`src/source/dec_pkg.sv`:
```
package dec_pkg;

   localparam int DATA_W = 32;
   localparam int REG_W  = 5;
   localparam int CSR_W  = 14;
   localparam int EXC_W  = 6;

   typedef enum logic [3:0] {
      ALU_ADD, ALU_SUB, ALU_SLT, ALU_SLTU, ALU_AND, ALU_OR,
      ALU_NOR, ALU_XOR, ALU_SLL, ALU_SRL, ALU_SRA, ALU_LUI
   } alu_op_t;

   // stores sit above the loads
   typedef enum logic [3:0] {
      LSU_LD_B, LSU_LD_H, LSU_LD_W, LSU_LD_BU, LSU_LD_HU,
      LSU_ST_B, LSU_ST_H, LSU_ST_W
   } lsu_op_t;

   // conditional branches first, then the unconditional ones
   typedef enum logic [3:0] {
      BRU_BEQ, BRU_BNE, BRU_BLT, BRU_BGE, BRU_BLTU, BRU_BGEU,
      BRU_B, BRU_BL, BRU_JIRL
   } bru_op_t;

   typedef enum logic [3:0] {
      U_ALU, U_LSU, U_BRU, U_MUL, U_CSR, U_ERTN, U_SYS, U_BRK, U_NONE
   } unit_t;

   // immediate kinds
   localparam logic [2:0] IMM_ZERO = 3'd0;
   localparam logic [2:0] IMM_SI12 = 3'd1;
   localparam logic [2:0] IMM_UI12 = 3'd2;
   localparam logic [2:0] IMM_UI5  = 3'd3;
   localparam logic [2:0] IMM_SI20 = 3'd4;

   localparam logic [EXC_W-1:0] EXC_SYS = 6'h0B;
   localparam logic [EXC_W-1:0] EXC_BRK = 6'h0C;
   localparam logic [EXC_W-1:0] EXC_INE = 6'h0D;

   //////////////////////////////
   // LA32 opcode match and mask
   //////////////////////////////

   typedef struct packed {
      logic [31:0] match;
      logic [31:0] mask;
   } opc_t;

   localparam logic [31:0] MSK_3R   = 32'hFFFF_8000;
   localparam logic [31:0] MSK_I12  = 32'hFFC0_0000;
   localparam logic [31:0] MSK_I20  = 32'hFE00_0000;
   localparam logic [31:0] MSK_I26  = 32'hFC00_0000;
   // csrrd and csrwr also pin the rj field
   localparam logic [31:0] MSK_CSRJ = 32'hFF00_03E0;
   localparam logic [31:0] MSK_CSR  = 32'hFF00_0000;
   localparam logic [31:0] MSK_FULL = 32'hFFFF_FFFF;

   localparam opc_t OPC_ADD_W     = '{32'h0010_0000, MSK_3R};
   localparam opc_t OPC_SUB_W     = '{32'h0011_0000, MSK_3R};
   localparam opc_t OPC_SLT       = '{32'h0012_0000, MSK_3R};
   localparam opc_t OPC_SLTU      = '{32'h0012_8000, MSK_3R};
   localparam opc_t OPC_NOR       = '{32'h0014_0000, MSK_3R};
   localparam opc_t OPC_AND       = '{32'h0014_8000, MSK_3R};
   localparam opc_t OPC_OR        = '{32'h0015_0000, MSK_3R};
   localparam opc_t OPC_XOR       = '{32'h0015_8000, MSK_3R};
   localparam opc_t OPC_SLL_W     = '{32'h0017_0000, MSK_3R};
   localparam opc_t OPC_SRL_W     = '{32'h0017_8000, MSK_3R};
   localparam opc_t OPC_SRA_W     = '{32'h0018_0000, MSK_3R};
   localparam opc_t OPC_MUL_W     = '{32'h001C_0000, MSK_3R};
   localparam opc_t OPC_MULH_W    = '{32'h001C_8000, MSK_3R};
   localparam opc_t OPC_MULH_WU   = '{32'h001D_0000, MSK_3R};
   localparam opc_t OPC_BREAK     = '{32'h002A_0000, MSK_3R};
   localparam opc_t OPC_SYSCALL   = '{32'h002B_0000, MSK_3R};
   localparam opc_t OPC_SLLI_W    = '{32'h0040_8000, MSK_3R};
   localparam opc_t OPC_SRLI_W    = '{32'h0044_8000, MSK_3R};
   localparam opc_t OPC_SRAI_W    = '{32'h0048_8000, MSK_3R};
   localparam opc_t OPC_SLTI      = '{32'h0200_0000, MSK_I12};
   localparam opc_t OPC_SLTUI     = '{32'h0240_0000, MSK_I12};
   localparam opc_t OPC_ADDI_W    = '{32'h0280_0000, MSK_I12};
   localparam opc_t OPC_ANDI      = '{32'h0340_0000, MSK_I12};
   localparam opc_t OPC_ORI       = '{32'h0380_0000, MSK_I12};
   localparam opc_t OPC_XORI      = '{32'h03C0_0000, MSK_I12};
   localparam opc_t OPC_CSRRD     = '{32'h0400_0000, MSK_CSRJ};
   localparam opc_t OPC_CSRWR     = '{32'h0400_0020, MSK_CSRJ};
   localparam opc_t OPC_CSRXCHG   = '{32'h0400_0000, MSK_CSR};
   localparam opc_t OPC_ERTN      = '{32'h0648_3800, MSK_FULL};
   localparam opc_t OPC_LU12I_W   = '{32'h1400_0000, MSK_I20};
   localparam opc_t OPC_PCADDU12I = '{32'h1C00_0000, MSK_I20};
   localparam opc_t OPC_LD_B      = '{32'h2800_0000, MSK_I12};
   localparam opc_t OPC_LD_H      = '{32'h2840_0000, MSK_I12};
   localparam opc_t OPC_LD_W      = '{32'h2880_0000, MSK_I12};
   localparam opc_t OPC_ST_B      = '{32'h2900_0000, MSK_I12};
   localparam opc_t OPC_ST_H      = '{32'h2940_0000, MSK_I12};
   localparam opc_t OPC_ST_W      = '{32'h2980_0000, MSK_I12};
   localparam opc_t OPC_LD_BU     = '{32'h2A00_0000, MSK_I12};
   localparam opc_t OPC_LD_HU     = '{32'h2A40_0000, MSK_I12};
   localparam opc_t OPC_JIRL      = '{32'h4C00_0000, MSK_I26};
   localparam opc_t OPC_B         = '{32'h5000_0000, MSK_I26};
   localparam opc_t OPC_BL        = '{32'h5400_0000, MSK_I26};
   localparam opc_t OPC_BEQ       = '{32'h5800_0000, MSK_I26};
   localparam opc_t OPC_BNE       = '{32'h5C00_0000, MSK_I26};
   localparam opc_t OPC_BLT       = '{32'h6000_0000, MSK_I26};
   localparam opc_t OPC_BGE       = '{32'h6400_0000, MSK_I26};
   localparam opc_t OPC_BLTU      = '{32'h6800_0000, MSK_I26};
   localparam opc_t OPC_BGEU      = '{32'h6C00_0000, MSK_I26};

   function automatic logic opc_hit(logic [31:0] word, opc_t opc);
      return (word & opc.mask) == opc.match;
   endfunction

endpackage

```
`src/source/inst_decoder.sv`:
```
module inst_decoder import dec_pkg::*; (
   input  logic [DATA_W-1:0] inst,
   output unit_t             unit,
   output alu_op_t           alu_op,
   output lsu_op_t           lsu_op,
   output bru_op_t           bru_op,
   output logic              mul_signed,
   output logic              mul_hi,
   output logic              b_imm,
   output logic              a_pc,
   output logic              a_zero,
   output logic              rd_read,
   output logic              rf_wen,
   output logic              csr_write,
   output logic              csr_xchg,
   output logic [2:0]        imm_sel
);

   // sub-ops inside the mul and csr classes
   localparam logic [3:0] MUL_W    = 4'd0;
   localparam logic [3:0] MULH_W   = 4'd1;
   localparam logic [3:0] MULH_WU  = 4'd2;
   localparam logic [3:0] CSR_RD   = 4'd0;
   localparam logic [3:0] CSR_WR   = 4'd1;
   localparam logic [3:0] CSR_XCHG = 4'd2;

   typedef struct packed {
      unit_t      unit;
      logic [3:0] op;
      logic [2:0] imm;
   } dec_t;

   dec_t d;

   function automatic dec_t pick(unit_t u, logic [3:0] o, logic [2:0] i);
      return '{unit: u, op: o, imm: i};
   endfunction

   // first hit wins, anything else is an unknown word
   always_comb begin
      d = pick(U_NONE, 4'd0, IMM_ZERO);
      if      (opc_hit(inst, OPC_ADD_W))     d = pick(U_ALU, ALU_ADD, IMM_ZERO);
      else if (opc_hit(inst, OPC_SUB_W))     d = pick(U_ALU, ALU_SUB, IMM_ZERO);
      else if (opc_hit(inst, OPC_SLT))       d = pick(U_ALU, ALU_SLT, IMM_ZERO);
      else if (opc_hit(inst, OPC_SLTU))      d = pick(U_ALU, ALU_SLTU, IMM_ZERO);
      else if (opc_hit(inst, OPC_NOR))       d = pick(U_ALU, ALU_NOR, IMM_ZERO);
      else if (opc_hit(inst, OPC_AND))       d = pick(U_ALU, ALU_AND, IMM_ZERO);
      else if (opc_hit(inst, OPC_OR))        d = pick(U_ALU, ALU_OR, IMM_ZERO);
      else if (opc_hit(inst, OPC_XOR))       d = pick(U_ALU, ALU_XOR, IMM_ZERO);
      else if (opc_hit(inst, OPC_SLL_W))     d = pick(U_ALU, ALU_SLL, IMM_ZERO);
      else if (opc_hit(inst, OPC_SRL_W))     d = pick(U_ALU, ALU_SRL, IMM_ZERO);
      else if (opc_hit(inst, OPC_SRA_W))     d = pick(U_ALU, ALU_SRA, IMM_ZERO);
      else if (opc_hit(inst, OPC_MUL_W))     d = pick(U_MUL, MUL_W, IMM_ZERO);
      else if (opc_hit(inst, OPC_MULH_W))    d = pick(U_MUL, MULH_W, IMM_ZERO);
      else if (opc_hit(inst, OPC_MULH_WU))   d = pick(U_MUL, MULH_WU, IMM_ZERO);
      else if (opc_hit(inst, OPC_BREAK))     d = pick(U_BRK, 4'd0, IMM_ZERO);
      else if (opc_hit(inst, OPC_SYSCALL))   d = pick(U_SYS, 4'd0, IMM_ZERO);
      // immediate forms
      else if (opc_hit(inst, OPC_SLLI_W))    d = pick(U_ALU, ALU_SLL, IMM_UI5);
      else if (opc_hit(inst, OPC_SRLI_W))    d = pick(U_ALU, ALU_SRL, IMM_UI5);
      else if (opc_hit(inst, OPC_SRAI_W))    d = pick(U_ALU, ALU_SRA, IMM_UI5);
      else if (opc_hit(inst, OPC_SLTI))      d = pick(U_ALU, ALU_SLT, IMM_SI12);
      else if (opc_hit(inst, OPC_SLTUI))     d = pick(U_ALU, ALU_SLTU, IMM_SI12);
      else if (opc_hit(inst, OPC_ADDI_W))    d = pick(U_ALU, ALU_ADD, IMM_SI12);
      else if (opc_hit(inst, OPC_ANDI))      d = pick(U_ALU, ALU_AND, IMM_UI12);
      else if (opc_hit(inst, OPC_ORI))       d = pick(U_ALU, ALU_OR, IMM_UI12);
      else if (opc_hit(inst, OPC_XORI))      d = pick(U_ALU, ALU_XOR, IMM_UI12);
      else if (opc_hit(inst, OPC_LU12I_W))   d = pick(U_ALU, ALU_LUI, IMM_SI20);
      else if (opc_hit(inst, OPC_PCADDU12I)) d = pick(U_ALU, ALU_ADD, IMM_SI20);
      // csrxchg only after rj 0 and rj 1 are ruled out
      else if (opc_hit(inst, OPC_CSRRD))     d = pick(U_CSR, CSR_RD, IMM_ZERO);
      else if (opc_hit(inst, OPC_CSRWR))     d = pick(U_CSR, CSR_WR, IMM_ZERO);
      else if (opc_hit(inst, OPC_CSRXCHG))   d = pick(U_CSR, CSR_XCHG, IMM_ZERO);
      else if (opc_hit(inst, OPC_ERTN))      d = pick(U_ERTN, 4'd0, IMM_ZERO);
      else if (opc_hit(inst, OPC_LD_B))      d = pick(U_LSU, LSU_LD_B, IMM_SI12);
      else if (opc_hit(inst, OPC_LD_H))      d = pick(U_LSU, LSU_LD_H, IMM_SI12);
      else if (opc_hit(inst, OPC_LD_W))      d = pick(U_LSU, LSU_LD_W, IMM_SI12);
      else if (opc_hit(inst, OPC_ST_B))      d = pick(U_LSU, LSU_ST_B, IMM_SI12);
      else if (opc_hit(inst, OPC_ST_H))      d = pick(U_LSU, LSU_ST_H, IMM_SI12);
      else if (opc_hit(inst, OPC_ST_W))      d = pick(U_LSU, LSU_ST_W, IMM_SI12);
      else if (opc_hit(inst, OPC_LD_BU))     d = pick(U_LSU, LSU_LD_BU, IMM_SI12);
      else if (opc_hit(inst, OPC_LD_HU))     d = pick(U_LSU, LSU_LD_HU, IMM_SI12);
      else if (opc_hit(inst, OPC_JIRL))      d = pick(U_BRU, BRU_JIRL, IMM_ZERO);
      else if (opc_hit(inst, OPC_B))         d = pick(U_BRU, BRU_B, IMM_ZERO);
      else if (opc_hit(inst, OPC_BL))        d = pick(U_BRU, BRU_BL, IMM_ZERO);
      else if (opc_hit(inst, OPC_BEQ))       d = pick(U_BRU, BRU_BEQ, IMM_ZERO);
      else if (opc_hit(inst, OPC_BNE))       d = pick(U_BRU, BRU_BNE, IMM_ZERO);
      else if (opc_hit(inst, OPC_BLT))       d = pick(U_BRU, BRU_BLT, IMM_ZERO);
      else if (opc_hit(inst, OPC_BGE))       d = pick(U_BRU, BRU_BGE, IMM_ZERO);
      else if (opc_hit(inst, OPC_BLTU))      d = pick(U_BRU, BRU_BLTU, IMM_ZERO);
      else if (opc_hit(inst, OPC_BGEU))      d = pick(U_BRU, BRU_BGEU, IMM_ZERO);
   end

   assign unit    = d.unit;
   assign imm_sel = d.imm;

   // unit op codes read zero outside their own class
   assign alu_op = alu_op_t'((d.unit == U_ALU) ? d.op : 4'd0);
   assign lsu_op = lsu_op_t'((d.unit == U_LSU) ? d.op : 4'd0);
   assign bru_op = bru_op_t'((d.unit == U_BRU) ? d.op : 4'd0);

   assign mul_signed = (d.unit == U_MUL) && (d.op != MULH_WU);
   assign mul_hi     = (d.unit == U_MUL) && (d.op != MUL_W);
   assign csr_write  = (d.unit == U_CSR) && (d.op != CSR_RD);
   assign csr_xchg   = (d.unit == U_CSR) && (d.op == CSR_XCHG);

   ////////////////////////////// operand flags
   assign b_imm  = (d.unit == U_ALU) && (d.imm != IMM_ZERO);
   assign a_zero = (d.unit == U_ALU) && (alu_op == ALU_LUI);
   assign a_pc   = (d.unit == U_ALU) && (alu_op == ALU_ADD) && (d.imm == IMM_SI20);

   // rd is a source for stores, compares and the csr write data
   assign rd_read = (d.unit == U_LSU && lsu_op >= LSU_ST_B) ||
                    (d.unit == U_BRU && bru_op < BRU_B) ||
                    (d.unit == U_CSR);

   assign rf_wen = (d.unit == U_ALU) || (d.unit == U_MUL) || (d.unit == U_CSR) ||
                   (d.unit == U_LSU && lsu_op < LSU_ST_B) ||
                   (d.unit == U_BRU && (bru_op == BRU_BL || bru_op == BRU_JIRL));

endmodule

```
`src/source/imm_gen.sv`:
```
module imm_gen import dec_pkg::*; (
   input  logic [DATA_W-1:0] inst,
   input  logic [2:0]        imm_sel,
   input  bru_op_t           bru_op,
   output logic [DATA_W-1:0] imm_shifted,
   output logic [DATA_W-1:0] br_offset
);

   always_comb begin
      case (imm_sel)
         IMM_SI12: imm_shifted = {{(DATA_W-12){inst[21]}}, inst[21:10]};
         IMM_UI12: imm_shifted = {{(DATA_W-12){1'b0}}, inst[21:10]};
         IMM_UI5:  imm_shifted = {{(DATA_W-5){1'b0}}, inst[14:10]};
         IMM_SI20: imm_shifted = {inst[24:5], 12'd0};
         default:  imm_shifted = '0;
      endcase
   end

   // b and bl carry offs26 with its high part in bits 9-0
   assign br_offset = (bru_op == BRU_B || bru_op == BRU_BL) ?
                      {{(DATA_W-28){inst[9]}}, inst[9:0], inst[25:10], 2'b00} :
                      {{(DATA_W-18){inst[25]}}, inst[25:10], 2'b00};

endmodule

```
`src/source/dispatch_ctrl.sv`:
```
module dispatch_ctrl import dec_pkg::*; (
   input  unit_t            unit,
   input  logic             inst_vld,
   input  logic             rf_wen,
   input  logic             csr_write,
   output logic             exception,
   output logic             alu_disp,
   output logic [EXC_W-1:0] exccode,
   output logic             lsu_valid,
   output logic             bru_valid,
   output logic             mul_valid,
   output logic             csr_valid,
   output logic             ertn_valid,
   output logic             alu_wen,
   output logic             lsu_wen,
   output logic             mul_wen,
   output logic             csr_rdwen,
   output logic             csr_wen
);

   logic exc_lvl;
   logic go;

   assign exc_lvl = (unit == U_SYS) || (unit == U_BRK) || (unit == U_NONE);

   assign exccode = (unit == U_SYS)  ? EXC_SYS :
                    (unit == U_BRK)  ? EXC_BRK :
                    (unit == U_NONE) ? EXC_INE :
                                       '0;

   assign exception = exc_lvl & inst_vld;

   // nothing dispatches when killed or trapping
   assign go = inst_vld & ~exc_lvl;

   // branches share the alu write port for the link register
   assign alu_disp   = go && (unit == U_ALU || unit == U_BRU);
   assign lsu_valid  = go && (unit == U_LSU);
   assign bru_valid  = go && (unit == U_BRU);
   assign mul_valid  = go && (unit == U_MUL);
   assign csr_valid  = go && (unit == U_CSR);
   assign ertn_valid = go && (unit == U_ERTN);

   ////////////////////////////// write enables
   assign alu_wen   = rf_wen & alu_disp;
   assign lsu_wen   = rf_wen & lsu_valid;
   assign mul_wen   = rf_wen & mul_valid;
   assign csr_rdwen = rf_wen & csr_valid;
   assign csr_wen   = csr_write & csr_valid;

endmodule

```
`src/source/operand_sel.sv`:
```
module operand_sel import dec_pkg::*; (
   input  logic [DATA_W-1:0] inst,
   input  logic [DATA_W-1:0] pc,
   input  logic [DATA_W-1:0] rs1_data,
   input  logic [DATA_W-1:0] rs2_data,
   input  logic [DATA_W-1:0] imm_shifted,
   input  logic              rd_read,
   input  logic              a_pc,
   input  logic              a_zero,
   input  logic              b_imm,
   input  logic              alu_disp,
   input  bru_op_t           bru_op,
   output logic [REG_W-1:0]  rs1,
   output logic [REG_W-1:0]  rs2,
   output logic [REG_W-1:0]  rf_target,
   output logic [DATA_W-1:0] alu_a,
   output logic [DATA_W-1:0] alu_b
);

   assign rs1 = inst[9:5];
   assign rs2 = rd_read ? inst[4:0] : inst[14:10];

   // bl links into r1
   assign rf_target = (bru_op == BRU_BL) ? REG_W'(1) : inst[4:0];

   assign alu_a = a_zero ? '0 :
                  a_pc   ? pc :
                           rs1_data;

   assign alu_b = (b_imm & alu_disp) ? imm_shifted : rs2_data;

endmodule

```
`src/source/d2e_stage.sv`:
```
module d2e_stage import dec_pkg::*; (
   input  logic              clk,
   input  logic              arst_n,
   input  logic [DATA_W-1:0] alu_a_d,
   input  logic [DATA_W-1:0] alu_b_d,
   input  alu_op_t           alu_op_d,
   input  logic [REG_W-1:0]  rs1_d,
   input  logic [REG_W-1:0]  rs2_d,
   input  logic [REG_W-1:0]  rf_target_d,
   input  lsu_op_t           lsu_op_d,
   input  logic [DATA_W-1:0] imm_shifted_d,
   input  bru_op_t           bru_op_d,
   input  logic [DATA_W-1:0] bru_offset_d,
   input  logic              mul_signed_d,
   input  logic              mul_hi_d,
   input  logic              csr_xchg_d,
   input  logic [CSR_W-1:0]  csr_waddr_d,
   input  logic [EXC_W-1:0]  exccode_d,
   // strobes
   input  logic              alu_wen_d, lsu_valid_d, lsu_wen_d, bru_valid_d,
   input  logic              mul_valid_d, mul_wen_d, csr_valid_d, csr_rdwen_d,
   input  logic              csr_wen_d, ertn_valid_d, exception_d,
   output logic [DATA_W-1:0] alu_a_e,
   output logic [DATA_W-1:0] alu_b_e,
   output alu_op_t           alu_op_e,
   output logic [REG_W-1:0]  rs1_e,
   output logic [REG_W-1:0]  rs2_e,
   output logic [REG_W-1:0]  rf_target_e,
   output lsu_op_t           lsu_op_e,
   output logic [DATA_W-1:0] imm_shifted_e,
   output logic [REG_W-1:0]  lsu_rd_e,
   output bru_op_t           bru_op_e,
   output logic [DATA_W-1:0] bru_offset_e,
   output logic              mul_signed_e,
   output logic              mul_hi_e,
   output logic              csr_xchg_e,
   output logic [CSR_W-1:0]  csr_waddr_e,
   output logic [EXC_W-1:0]  exccode_e,
   output logic              alu_wen_e, lsu_valid_e, lsu_wen_e, bru_valid_e,
   output logic              mul_valid_e, mul_wen_e, csr_valid_e, csr_rdwen_e,
   output logic              csr_wen_e, ertn_valid_e, exception_e
);

   ////////////////////////////// control strobes
   always_ff @(posedge clk or negedge arst_n) begin
      if (!arst_n) begin
         alu_wen_e    <= 1'b0;
         lsu_valid_e  <= 1'b0;
         lsu_wen_e    <= 1'b0;
         bru_valid_e  <= 1'b0;
         mul_valid_e  <= 1'b0;
         mul_wen_e    <= 1'b0;
         csr_valid_e  <= 1'b0;
         csr_rdwen_e  <= 1'b0;
         csr_wen_e    <= 1'b0;
         ertn_valid_e <= 1'b0;
         exception_e  <= 1'b0;
      end else begin
         alu_wen_e    <= alu_wen_d;
         lsu_valid_e  <= lsu_valid_d;
         lsu_wen_e    <= lsu_wen_d;
         bru_valid_e  <= bru_valid_d;
         mul_valid_e  <= mul_valid_d;
         mul_wen_e    <= mul_wen_d;
         csr_valid_e  <= csr_valid_d;
         csr_rdwen_e  <= csr_rdwen_d;
         csr_wen_e    <= csr_wen_d;
         ertn_valid_e <= ertn_valid_d;
         exception_e  <= exception_d;
      end
   end

   ////////////////////////////// payload
   always_ff @(posedge clk) begin
      alu_a_e       <= alu_a_d;
      alu_b_e       <= alu_b_d;
      alu_op_e      <= alu_op_d;
      rs1_e         <= rs1_d;
      rs2_e         <= rs2_d;
      rf_target_e   <= rf_target_d;
      lsu_op_e      <= lsu_op_d;
      imm_shifted_e <= imm_shifted_d;
      // load target is the same rd field
      lsu_rd_e      <= rf_target_d;
      bru_op_e      <= bru_op_d;
      bru_offset_e  <= bru_offset_d;
      mul_signed_e  <= mul_signed_d;
      mul_hi_e      <= mul_hi_d;
      csr_xchg_e    <= csr_xchg_d;
      csr_waddr_e   <= csr_waddr_d;
      exccode_e     <= exccode_d;
   end

endmodule

```
`src/source/ifu_dec.sv`:
```
module ifu_dec import dec_pkg::*; (
   input  logic              clk,
   input  logic              arst_n,
   input  logic              inst_vld_d,
   input  logic [DATA_W-1:0] inst_d,
   input  logic [DATA_W-1:0] pc_d,
   input  logic [DATA_W-1:0] rs1_data_d,
   input  logic [DATA_W-1:0] rs2_data_d,
   output logic [REG_W-1:0]  rs1_d,
   output logic [REG_W-1:0]  rs2_d,
   output logic [CSR_W-1:0]  csr_raddr_d,
   // alu
   output logic [DATA_W-1:0] alu_a_e, alu_b_e,
   output alu_op_t           alu_op_e,
   output logic [REG_W-1:0]  rs1_e, rs2_e, rf_target_e,
   output logic              alu_wen_e,
   // lsu
   output logic              lsu_valid_e, lsu_wen_e,
   output lsu_op_t           lsu_op_e,
   output logic [DATA_W-1:0] imm_shifted_e,
   output logic [REG_W-1:0]  lsu_rd_e,
   // bru
   output logic              bru_valid_e,
   output bru_op_t           bru_op_e,
   output logic [DATA_W-1:0] bru_offset_e,
   // mul
   output logic              mul_valid_e, mul_wen_e, mul_signed_e, mul_hi_e,
   // csr
   output logic              csr_valid_e, csr_rdwen_e, csr_xchg_e, csr_wen_e,
   output logic [CSR_W-1:0]  csr_waddr_e,
   // ertn and exceptions
   output logic              ertn_valid_e, exception_e,
   output logic [EXC_W-1:0]  exccode_e
);

   unit_t             unit_d;
   alu_op_t           alu_op_d;
   lsu_op_t           lsu_op_d;
   bru_op_t           bru_op_d;
   logic [2:0]        imm_sel_d;
   logic [DATA_W-1:0] imm_shifted_d, bru_offset_d, alu_a_d, alu_b_d;
   logic [REG_W-1:0]  rf_target_d;
   logic [EXC_W-1:0]  exccode_d;
   logic              mul_signed_d, mul_hi_d, b_imm_d, a_pc_d, a_zero_d;
   logic              rd_read_d, rf_wen_d, csr_write_d, csr_xchg_d;
   logic              exception_d, alu_disp_d, lsu_valid_d, bru_valid_d;
   logic              mul_valid_d, csr_valid_d, ertn_valid_d;
   logic              alu_wen_d, lsu_wen_d, mul_wen_d, csr_rdwen_d, csr_wen_d;

   // csr number goes straight out for the same-cycle read
   assign csr_raddr_d = inst_d[23:10];

   inst_decoder u_decoder (
      .inst(inst_d), .unit(unit_d), .alu_op(alu_op_d), .lsu_op(lsu_op_d),
      .bru_op(bru_op_d), .mul_signed(mul_signed_d), .mul_hi(mul_hi_d),
      .b_imm(b_imm_d), .a_pc(a_pc_d), .a_zero(a_zero_d), .rd_read(rd_read_d),
      .rf_wen(rf_wen_d), .csr_write(csr_write_d), .csr_xchg(csr_xchg_d),
      .imm_sel(imm_sel_d)
   );

   imm_gen u_imm_gen (
      .inst(inst_d), .imm_sel(imm_sel_d), .bru_op(bru_op_d),
      .imm_shifted(imm_shifted_d), .br_offset(bru_offset_d)
   );

   dispatch_ctrl u_dispatch (
      .unit(unit_d), .inst_vld(inst_vld_d), .rf_wen(rf_wen_d), .csr_write(csr_write_d),
      .exception(exception_d), .alu_disp(alu_disp_d), .exccode(exccode_d),
      .lsu_valid(lsu_valid_d), .bru_valid(bru_valid_d), .mul_valid(mul_valid_d),
      .csr_valid(csr_valid_d), .ertn_valid(ertn_valid_d), .alu_wen(alu_wen_d),
      .lsu_wen(lsu_wen_d), .mul_wen(mul_wen_d), .csr_rdwen(csr_rdwen_d),
      .csr_wen(csr_wen_d)
   );

   operand_sel u_operand (
      .inst(inst_d), .pc(pc_d), .rs1_data(rs1_data_d), .rs2_data(rs2_data_d),
      .imm_shifted(imm_shifted_d), .rd_read(rd_read_d), .a_pc(a_pc_d),
      .a_zero(a_zero_d), .b_imm(b_imm_d), .alu_disp(alu_disp_d), .bru_op(bru_op_d),
      .rs1(rs1_d), .rs2(rs2_d), .rf_target(rf_target_d),
      .alu_a(alu_a_d), .alu_b(alu_b_d)
   );

   // remaining d2e ports share their names with the wires above
   d2e_stage u_d2e (
      .csr_waddr_d(csr_raddr_d),
      .*
   );

endmodule

```
`config.mk`:
```
export PLATFORM = sky130hd
export DESIGN_NAME = ifu_dec
export DESIGN_NICKNAME = d
export VERILOG_FILES = /design/src/source/dec_pkg.sv /design/src/source/inst_decoder.sv /design/src/source/imm_gen.sv /design/src/source/dispatch_ctrl.sv /design/src/source/operand_sel.sv /design/src/source/d2e_stage.sv /design/src/source/ifu_dec.sv
export SDC_FILE = /design/constraint.sdc
export NUM_CORES = 1
export LEC_CHECK = 0
export BUFFER_PORTS_ARGS = -buffer_cell sky130_fd_sc_hd__buf_2
export CAP_MARGIN = 0
export CELL_PAD_IN_SITES_DETAIL_PLACEMENT = 2
export CELL_PAD_IN_SITES_GLOBAL_PLACEMENT = 2
export CORE_ASPECT_RATIO = 0.8
export CORE_UTILIZATION = 25
export CTS_CLUSTER_SIZE = 25
export DETAILED_ROUTE_END_ITERATION = 10
export GPL_TIMING_DRIVEN = 0
export PLACE_DENSITY = 0.8
export SETUP_SLACK_MARGIN = 0.5
export SLEW_MARGIN = 5
export SYNTH_ARGS = -nofsm -noshare
export SYNTH_HDL_FRONTEND = slang
export SYNTH_SLANG_ARGS = --single-unit
```
`constraint.sdc`:
```
create_clock -name clk -period 4.2 [get_ports clk]
set_input_delay 0.84 -clock clk [delete_from_list [all_inputs] [get_ports clk]]
set_output_delay 0.84 -clock clk [all_outputs]
set_load 0.01 [all_outputs]
```
==> impl_results.md, run 1 <==
* Setup CP Type: in -> out
* Layout cells sized above 1 at 52.4%
* Initial core utilization at 25.7%
* Detailed Routing Iterations Pass 1 at 4
* Via count at 6192
* Post-Syn Area at 6340 um^2
* Die width at 180 um
* Row Count at 51
* Worst Path Arrival at 3090 ps
* Cell area after layout at 9660 um^2
* Fin. max-slew vios at 0
* Post-DRT Antenna Nets at 0
* DRC at 0
* Hold WS at 259 ps
* First-iteration detailed-routing DRC count at 205
* Critical path endpoint category: output pin
* H-tree Lvls at 4
* Post-synth ARST share at 6.02%
* Max Clk Rate at 0.254 GHz
* Cell area after placement at 8470 um^2
* Peak VDD IR at 0.000248 V
* Status: finished, final reports clean
* Most frequent cells in the layout: 342 x buf_2, 156 x dfxtp_1, 79 x nand2_1
* Max cap viols at 0
* Fillers at 2797
* Nets at 1144
* Largest net degree at the start of global routing at 17
* TritonCTS Buffers at 17
* Routability Congestion at 0.801
* Critical Path Max Stage Delay at 410 ps
* Initial antenna violation count at 2
* RSZ-0062 raised after global routing: yes
* Final period util at 93.7%
* Hold-fix buffers, CTS at 0
* Main synth FF type: dfxtp_1
* GR Overflow Total at 0
* Io pins at 349
* Syn Area/Cell at 10.1 um^2
* CP max FO at 9
* CP Cell Sequence: buf_4 > or3_4 > or3_4 > buf_6 > a311oi_4 > a311oi_4 > buf_4 > a21oi_1 > a41oi_2 > o211ai_1 > buf_2
* Core area at 24600 um^2
* First-pass GRT wire length at 39.2 mm
* Total power at 3.81 mW
* Worst slew pin tran at 840 ps
* Area Growth Syn to Fin at 52.3%
* Critical Path Start Type: primary input
* CTS sink count at 166
* Buffers on Ports at 342
* GRT Overall Usage at 20.4%
* DP HPWL at 20.8 mm
* Min Tclk post-route at 3930 ps
* Die area at 26000 um^2
* Req. time, crit path at 3360 ps
* Clk buf depth at 2
* Number of diodes at 0
* Most common cell after layout, fill and taps aside: buf_2
* Slew HR at 43.5%
* CTS tree: yes
* Register area share after synthesis at 53.2%
* Synth warn at 0
* Clock Pin Slew Worst Setup and Hold Paths at 70 ps
* Final Setup Violations at 0
* Routed len/inst at 20.2 um
* Vias in the first global route at 6446
* Via/cell ratio at 4.61
* Worst Hold Class: in -> async
* P per Cell Area at 395 nW/um^2
* Finished Core Util at 39.2%
* Clk root buf: clkbuf_16
* Post-synth EDFFs at 0
* Fin. Hold Viols at 0
* Leakage power at 4.90 nW
* Distinct cells, synth at 57
* Slowest stage cell on the critical path: or3_4
* Number of synthesized register bits at 166
* Post-synthesis cell count at 626
* Routed wire length at 27.2 mm
* Die Y at 144 um
==> critical path, delay by kind of cell <==
family | cells | cell delay [ps]
simple gates | 2 | 810
compound gates | 5 | 760
buf+inv | 4 | 670
==> Yosys cell counts (3+ instances only) <==
cell type / count / share of area (%)
a21o_1: 29 / 3.4
a21oi_1: 21 / 1.7
a41oi_1: 5 / 0.69
and2_1: 16 / 1.6
buf_1: 6 / 0.36
buf_2: 7 / 0.55
buf_4: 47 / 5.6
buf_6: 4 / 0.71
clkbuf_1: 20 / 1.2
dfrtp_1: 10 / 3.9
dfxtp_1: 156 / 49
inv_1: 8 / 0.47
mux2_4: 30 / 7.1
nand2_1: 80 / 4.7
nand2b_1: 5 / 0.49
nand3_1: 38 / 3.0
nand4_1: 8 / 0.79
nand4b_1: 3 / 0.41
nor2_1: 27 / 1.6
nor2b_1: 10 / 0.99
nor3_1: 5 / 0.39
nor3b_1: 7 / 0.83
nor4_1: 5 / 0.49
nor4b_1: 8 / 1.1
o211ai_1: 7 / 0.83
o21a_1: 4 / 0.47
o21ai_0: 9 / 0.71
o22ai_1: 4 / 0.39
or2_2: 3 / 0.30
or3_1: 6 / 0.59
==> metrics by stage <==
stage	worst slack, ps	std cells	TNS, ps
6_report	266	1344	0
4_1_cts	181	1334	0
3_5_place_dp	-776	1290	-3360
5_1_grt	178	1344	0
3_3_place_gp	-725	1290	-3040
2_1_floorplan	514	630	0
==> worst max path at each step <==
stage	from	endpoint	slack, ps	cells past startpoint
floorplan	inst_d[19]	rs2_d[0]	510	9
global placement	inst_d[22]	rs2_d[1]	-730	12
detailed placement	inst_d[22]	rs2_d[1]	-780	12
CTS	inst_d[31]	rs2_d[1]	180	12
global route	inst_d[22]	rs2_d[1]	180	13
finish	inst_d[29]	rs2_d[4]	270	11
==> metal layers <==
layer | up-vias | wire length [um] | GRT usage, %
li1 | 2888 | - | -
met1 | 3050 | 11600 | 24.2
met2 | 221 | 13500 | 35.4
met3 | 31 | 1690 | 6.30
met4 | 2 | 448 | 6.25
met5 | - | 12 | 0
==> layout make-up <==
| class | instances | area, um^2 | share of cell area [%] |
|---|---|---|---|
| clock inverter | 13 | 171 | 1.77 |
| tap | 318 | 398 | 4.12 |
| clock buffer | 19 | 453 | 4.69 |
| multi-input combinational | 372 | 2710 | 28.1 |
| timing repair buffer | 364 | 1920 | 19.9 |
| buffer | 84 | 596 | 6.17 |
| inverter | 8 | 30.0 | 0.311 |
| sequential | 166 | 3370 | 34.9 |
==> cell families (layout without fill, tap and decap cells) <==
group | count (synthesis) | count (layout) | share of synthesized area, %
and+or+nand+nor | 235 | 235 | 19.3
DFF | 166 | 166 | 53.2
AOI/OAI and AO/OA | 96 | 96 | 10.5
buffers and inverters | 92 | 488 | 8.84
muxes | 34 | 34 | 7.77
xor gates and xnor gates | 2 | 2 | 0.276
other | 1 | 5 | 0.0591
==> what timing repair did <==
action,in CTS,in global routing
pin swaps,14,18
gates resized for setup,43,48
gates cloned,0,1
setup endpoints to repair,5,5
buffers inserted,12,9
==> flip-flops by register name, summed over array words and instances (netlist names), 4 cells and up <==
name and cells:
u_d2e.alu_a_e 32, u_d2e.imm_shifted_e 32, u_d2e.lsu_op_e 4, u_d2e.alu_b_e 32, u_d2e.bru_op_e 4, u_d2e.exccode_e 4
u_d2e.rs1_e 5, u_d2e.csr_waddr_e 13, u_d2e.rf_target_e 5, u_d2e.rs2_e 5, u_d2e.bru_offset_e 13, u_d2e.alu_op_e 4
==> where the power goes <==
group / leakage, nW / internal [mW] / switching (mW) / total [mW]
Clock: 0.306 / 0.978 / 0.699 / 1.68
Sequential: 1.44 / 1.64 / 0.0202 / 1.66
Combinational: 3.16 / 0.218 / 0.253 / 0.471
Note: power is estimated with default switching activity, not from simulation.
==> run 2: changes to the inputs <==
clock period = 4.45 ns   (was 4.2 ns; I/O delays follow)
==> run 2 against run 1 <==
- sequential cell count unchanged
- routed wire length down 2.3%
- die area unchanged
- first-iteration DRC count up 5.9%
- cell count is 0.30% lower
- via count down 0.94%
- worst hold slack gained 40 ps
- combinational power down 7.9%
- count of clock-buffer cells in the layout is 1 lower
- sequential power down 5%
==> impl_results.md, run 2 (synthesis results as in run 1) <==
* Status: finished, final reports clean (unchanged)
* Critical Path Start Type: primary input (unchanged)
* Leakage power at 4.83 nW (was 4.90 nW)
* Req. time, crit path at 3560 ps (was 3360 ps)
* Min Tclk post-route at 4050 ps
* Sw Share at 25.4% (was 25.5%)
* DP HPWL at 20.6 mm (was 20.8 mm)
* Setup CP Type: in -> out (unchanged)
* GRT Overall Usage at 20.1% (was 20.4%)
* Routed wire length at 26.5 mm (was 27.2 mm)
* Seq pwr share at 44.0% (was 43.6%)
* Peak VDD IR at 0.000253 V (was 0.000248 V)
* Nets at 1139 (was 1144)
* WL met3 at 1.84 mm (was 1.69 mm)
* Clock network power share at 43.8% (was 44.0%)
* Via/cell ratio at 4.58 (was 4.61)
* Combinational power share at 12.2% (was 12.4%)
* Hold WS at 299 ps (was 259 ps)
* P per Cell Area at 375 nW/um^2 (was 395 nW/um^2)
* TritonCTS Buffers at 17 (unchanged)
* DRC at 0 (unchanged)
* Fin. Hold Viols at 0 (unchanged)
* Most common cell after layout, fill and taps aside: buf_2 (unchanged)
* Initial core utilization at 25.7% (unchanged)
* Via count at 6134 (was 6192)
* Vias in the first global route at 6539 (was 6446)
* Post-Layout Cell Count at 1340 (was 1344)
* Core area at 24600 um^2 (unchanged)
* Worst Hold Class: in -> async (unchanged)
* Post-Place Cells at 1290 (unchanged)
* Finished Core Util at 38.6% (was 39.2%)
* Met2 WL at 13.2 mm (was 13.5 mm)
* Clk buf depth at 2 (unchanged)
* Sw Pwr at 0.906 mW (was 0.973 mW)
* Routed len/inst at 19.8 um (was 20.2 um)
* First-iteration detailed-routing DRC count at 217 (was 205)
* Most frequent cells in the layout: 342 x buf_2, 156 x dfxtp_1, 78 x nand2_1 (was 342 x buf_2, 156 x dfxtp_1, 79 x nand2_1)
* First-pass GRT wire length at 38.9 mm (was 39.2 mm)
* GR Overflow Total at 0 (unchanged)
* Cell area after placement at 8470 um^2 (about the same)
* Hold-fix buffers, CTS at 0 (unchanged)
* Detailed Routing Iterations Pass 1 at 4 (unchanged)
* Largest registers: u_d2e.alu_a_e x32, u_d2e.alu_b_e x32, u_d2e.imm_shifted_e x32 (unchanged)
* Critical path endpoint category: output pin (unchanged)
* Worst Path Arrival at 3160 ps (was 3090 ps)
* Slew HR at 43.5% (about the same)
* Fin. max-slew vios at 0 (unchanged)
* Total power at 3.56 mW (was 3.81 mW)
* Worst Setup Slack, final at 400 ps (was 266 ps)
* Post-DRT Antenna Nets at 0 (unchanged)
* RSZ-0062 raised after global routing: yes (unchanged)
* CTS sink count at 166 (unchanged)
* Die width at 180 um (unchanged)
* Worst slew pin tran at 841 ps (was 840 ps)
* CTS tree: yes (unchanged)
* Io pins at 349 (unchanged)
* Clk root buf: clkbuf_16 (unchanged)
* Max Clk Rate at 0.247 GHz
* Buffers on Ports at 342 (unchanged)
* CP max FO at 6 (was 9)
* Area Growth Syn to Fin at 50.0% (was 52.3%)
* Max cap viols at 0 (unchanged)
* Largest net degree at the start of global routing at 17 (unchanged)
* Highest metal used: met5 (unchanged)
* Die Y at 144 um (unchanged)
* Pre-CTS setup slack at -552 ps (was -776 ps)
* Total Neg Setup Slack at 0 ps (unchanged)
* Final period util at 91.0%
* Layout cells sized above 1 at 51.8% (was 52.4%)
* H-tree Lvls at 4 (unchanged)
* Routability Congestion at 0.770 (was 0.801)
* Row Count at 51 (unchanged)
* Initial antenna violation count at 2 (unchanged)
* P_int at 2.66 mW (was 2.84 mW)
* Cell area after layout at 9510 um^2 (was 9660 um^2)
* Die area at 26000 um^2 (unchanged)
* Clock Pin Slew Worst Setup and Hold Paths at 70 ps (about the same)
* Final Setup Violations at 0 (unchanged)
* WL met1 at 11.2 mm (was 11.6 mm)
run 2: layer usage:
layer	up-vias	track usage, %
met2	240	34.8
met1	2995	23.7
li1	2872	-
met5	-	0
met3	25	6.60
met4	2	5.98
run 2: power groups by stage:
stage          Clock (mW)  Sequential [mW]  Combinational, mW
4_1_cts              1.61             1.57              0.436
3_5_place_dp            0             1.60              0.408
5_1_grt              1.67             1.57              0.469
3_3_place_gp            0             1.60              0.396
6_report             1.56             1.57              0.434
2_1_floorplan           0             1.63              0.158
run 2: final cells by class:
type / count / area (um^2)
inverters: 8 / 30.0
well taps: 318 / 398
multi-input cells: 372 / 2650
diodes: 1 / 2.50
plain buffers: 84 / 574
flip-flops and latches: 166 / 3370
repair buffers: 359 / 1870
fillers: 2747 / 15100
clock buffers: 18 / 439
clock inverters: 14 / 174
run 2: worst max-delay path: stages:
cell and delay [ps]:
buf_8 90, or3b_4 380, buf_6 130, or3_4 360, buf_6 140, a311oi_4 270, a311oi_4 80, and2_4 170
buf_8 130, a41oi_2 160, o211ai_1 180, buf_2 190
run 2: how the worst max path moves through the flow:
stage | slack [ps] | start | to | cells past startpoint
2_1_floorplan | 530 | inst_d[28] | rs2_d[0] | 10
3_3_place_gp | -450 | inst_d[30] | rs2_d[2] | 9
3_5_place_dp | -550 | inst_d[30] | rs2_d[1] | 9
4_1_cts | 430 | inst_d[31] | rs2_d[0] | 12
5_1_grt | 340 | inst_d[31] | rs2_d[4] | 12
6_report | 400 | inst_d[31] | rs2_d[0] | 12
run 2: what timing repair did:
item,4_1_cts,5_1_grt
gates cloned,1,0
setup endpoints to repair,5,5
setup buffers,13,3
gates resized for setup,57,12
pin swaps,18,2
==> run 3: changes to the inputs <==
BUFFER_PORTS_ARGS = default   (was -buffer_cell sky130_fd_sc_hd__buf_2)
CORE_UTILIZATION = 38   (was 25)
DONT_BUFFER_PORTS = 1   (was default)
GPL_ROUTABILITY_DRIVEN = 0   (was default)
PLACE_DENSITY = 0.83   (was 0.8)
clock period = 4.9 ns   (was 4.45 ns; I/O delays follow)
==> run 3 against run 2 <==
- via count shrank 21%
- worst setup slack gained 160 ps
- sequential share of layout area grew 10 points
- global-route usage grew 6.4 points
- clock power shrank 11%
- combinational power shrank 57%
==> impl_results.md, run 3 (synthesis results as in run 1) <==
* Min Tclk post-route at 4340 ps
* Req. time, crit path at 3920 ps (was 3560 ps)
* Clock Pin Slew Worst Setup and Hold Paths at 70 ps (about the same)
* First-pass GRT wire length at 34.2 mm (was 38.9 mm)
* Final Setup Violations at 0 (unchanged)
* Fin. Hold Viols at 0 (unchanged)
* Top cell by count, worst path: a311oi_4
* Worst Setup Slack, final at 562 ps (was 400 ps)
* Fillers at 1663 (was 2747)
* Largest net degree at the start of global routing at 17 (unchanged)
* CP max FO at 9 (was 6)
* Largest registers: u_d2e.alu_a_e x32, u_d2e.alu_b_e x32, u_d2e.imm_shifted_e x32 (unchanged)
* Initial antenna violation count at 0 (was 2)
* Io pins at 349 (unchanged)
* Critical Path Start Type: primary input (unchanged)
* Buffers on Ports at 0 (was 342)
* CTS sink count at 166 (unchanged)
* Critical Path Max Stage Delay at 400 ps (was 380 ps)
* Total Neg Setup Slack at 0 ps (unchanged)
* Setup CP Type: in -> out (unchanged)
* Die Y at 118 um (was 144 um)
* Die area at 17200 um^2 (was 26000 um^2)
* Clk root buf: clkbuf_16 (unchanged)
* RSZ-0062 raised after global routing: no (was yes)
* Area Growth Syn to Fin at 16.1% (was 50.0%)
* Routed wire length at 22.7 mm (was 26.5 mm)
* Leakage power at 3.26 nW (was 4.83 nW)
* Routed len/inst at 25.9 um (was 19.8 um)
* TritonCTS Buffers at 17 (unchanged)
* Most frequent cells in the layout: 156 x dfxtp_1, 80 x nand2_1, 49 x buf_4 (was 342 x buf_2, 156 x dfxtp_1, 78 x nand2_1)
* Most common cell after layout, fill and taps aside: dfxtp_1 (was buf_2)
* Pre-CTS setup slack at 160 ps (was -552 ps)
* Via count at 4829 (was 6134)
* Hold WS at 230 ps (was 299 ps)
* Post-DRT Antenna Nets at 0 (unchanged)
* Nets at 781 (was 1139)
* Worst Path Arrival at 3360 ps (was 3160 ps)
* Critical path endpoint category: output pin (unchanged)
* Row Count at 41 (was 51)
* Slowest stage cell on the critical path: or3_4 (was or3b_4)
* CP Depth at 10 (was 12)
* Hold-fix buffers, CTS at 0 (unchanged)
* GR Overflow Total at 0 (unchanged)
* Die width at 146 um (was 180 um)
* Worst slew pin tran at 1240 ps (was 841 ps)
* Max Clk Rate at 0.231 GHz
* DP HPWL at 17.1 mm (was 20.6 mm)
* Max cap viols at 0 (unchanged)
* Vias in the first global route at 5367 (was 6539)
* GRT Overall Usage at 26.5% (was 20.1%)
* CP Cell Sequence: buf_2 > or3_4 > or3_1 > buf_4 > a311oi_4 > a311oi_4 > and2_4 > buf_6 > a41oi_1 > o211ai_1 (was buf_8 > or3b_4 > buf_6 > or3_4 > buf_6 > a311oi_4 > a311oi_4 > and2_4 > buf_8 > a41oi_2 > o211ai_1 > buf_2)
* Total power at 3.05 mW (was 3.56 mW)
* P per Cell Area at 414 nW/um^2 (was 375 nW/um^2)
* Crit path to: rs2_d[1] (was rs2_d[0])
* CP startpoint: inst_d[29] (was inst_d[31])
* Delay-heaviest family, CP: simple AND/OR/NAND/NOR gates (unchanged)
* Via/cell ratio at 5.50 (was 4.58)
* Status: finished, final reports clean (unchanged)
* Clk buf depth at 2 (unchanged)
* First-iteration detailed-routing DRC count at 314 (was 217)
* Number of diodes at 0 (was 1)
* Slew HR at 16.8% (was 43.5%)
* CTS tree: yes (unchanged)
* Core area at 16100 um^2 (was 24600 um^2)
* Initial core utilization at 39.5% (was 25.7%)
* Peak VDD IR at 0.000196 V (was 0.000253 V)
* CP Buf/Inv Count at 3 (was 5)
* Fin. max-slew vios at 0 (unchanged)
* Final period util at 88.5%
* Worst Hold Class: in -> async (unchanged)
* H-tree Lvls at 4 (unchanged)
* Detailed Routing Iterations Pass 1 at 4 (unchanged)
* Layout cells sized above 1 at 21.7% (was 51.8%)
* DRC at 0 (unchanged)
==> run 3: cell types whose count changed in the layout (fill, tap and decap cells not counted), sizes merged <==
| cell | before | now |
|---|---|---|
| inv | 12 | 15 |
| buf | 422 | 65 |
| clkinv | 7 | 5 |
| diode | 1 | 0 |
| bufinv | 3 | 2 |
| clkbuf | 39 | 38 |
==> run 3: power breakdown <==
group	internal [mW]	switching [mW]	leakage (nW)	total (mW)
Sequential	1.41	0.0590	1.44	1.47
Combinational	0.0847	0.104	1.53	0.188
Clock	0.782	0.607	0.301	1.39
==> run 3: how the worst min path moves through the flow <==
stage | from | to | slack [ps] | cells past startpoint
floorplan | arst_n | u_d2e.alu_wen_e | 680 | 0
global placement | arst_n | u_d2e.exception_e | 680 | 0
detailed placement | arst_n | u_d2e.mul_wen_e | 680 | 0
CTS | arst_n | u_d2e.lsu_valid_e | 220 | 0
global route | arst_n | u_d2e.lsu_valid_e | 220 | 0
finish | arst_n | u_d2e.csr_wen_e | 230 | 0
==> run 3: area by class of cell <==
type | count | area, um^2 | share of cell area (%)
timing repair buffer | 1 | 7.51 | 0.102
clock buffer | 18 | 439 | 5.97
buffer | 84 | 537 | 7.29
multi-input combinational | 372 | 2540 | 34.5
inverter | 8 | 30.0 | 0.408
tap | 215 | 269 | 3.66
sequential | 166 | 3370 | 45.8
clock inverter | 14 | 165 | 2.24
==> run 3: what timing repair did <==
action	CTS	global route
buffers inserted	0	1
resized for setup	10	13
setup endpoints to repair	5	5
pin swaps	3	5
==> run 3: through the flow <==
step	util (%)	std cells	instance area, um^2
4_1_cts	45.5	877	7300
6_report	45.8	878	7360
3_3_place_gp	41.3	845	6630
5_1_grt	45.8	878	7360
3_5_place_dp	41.3	845	6630
2_1_floorplan	-	630	6360
==> run 3: layer usage <==
layer	global-route usage, %	vias up	part of all wire, %
met3	6.55	33	6.1
met1	30.8	2416	40
met2	47.2	221	51
met5	0	-	0
li1	-	2159	-
met4	9.24	0	2.0
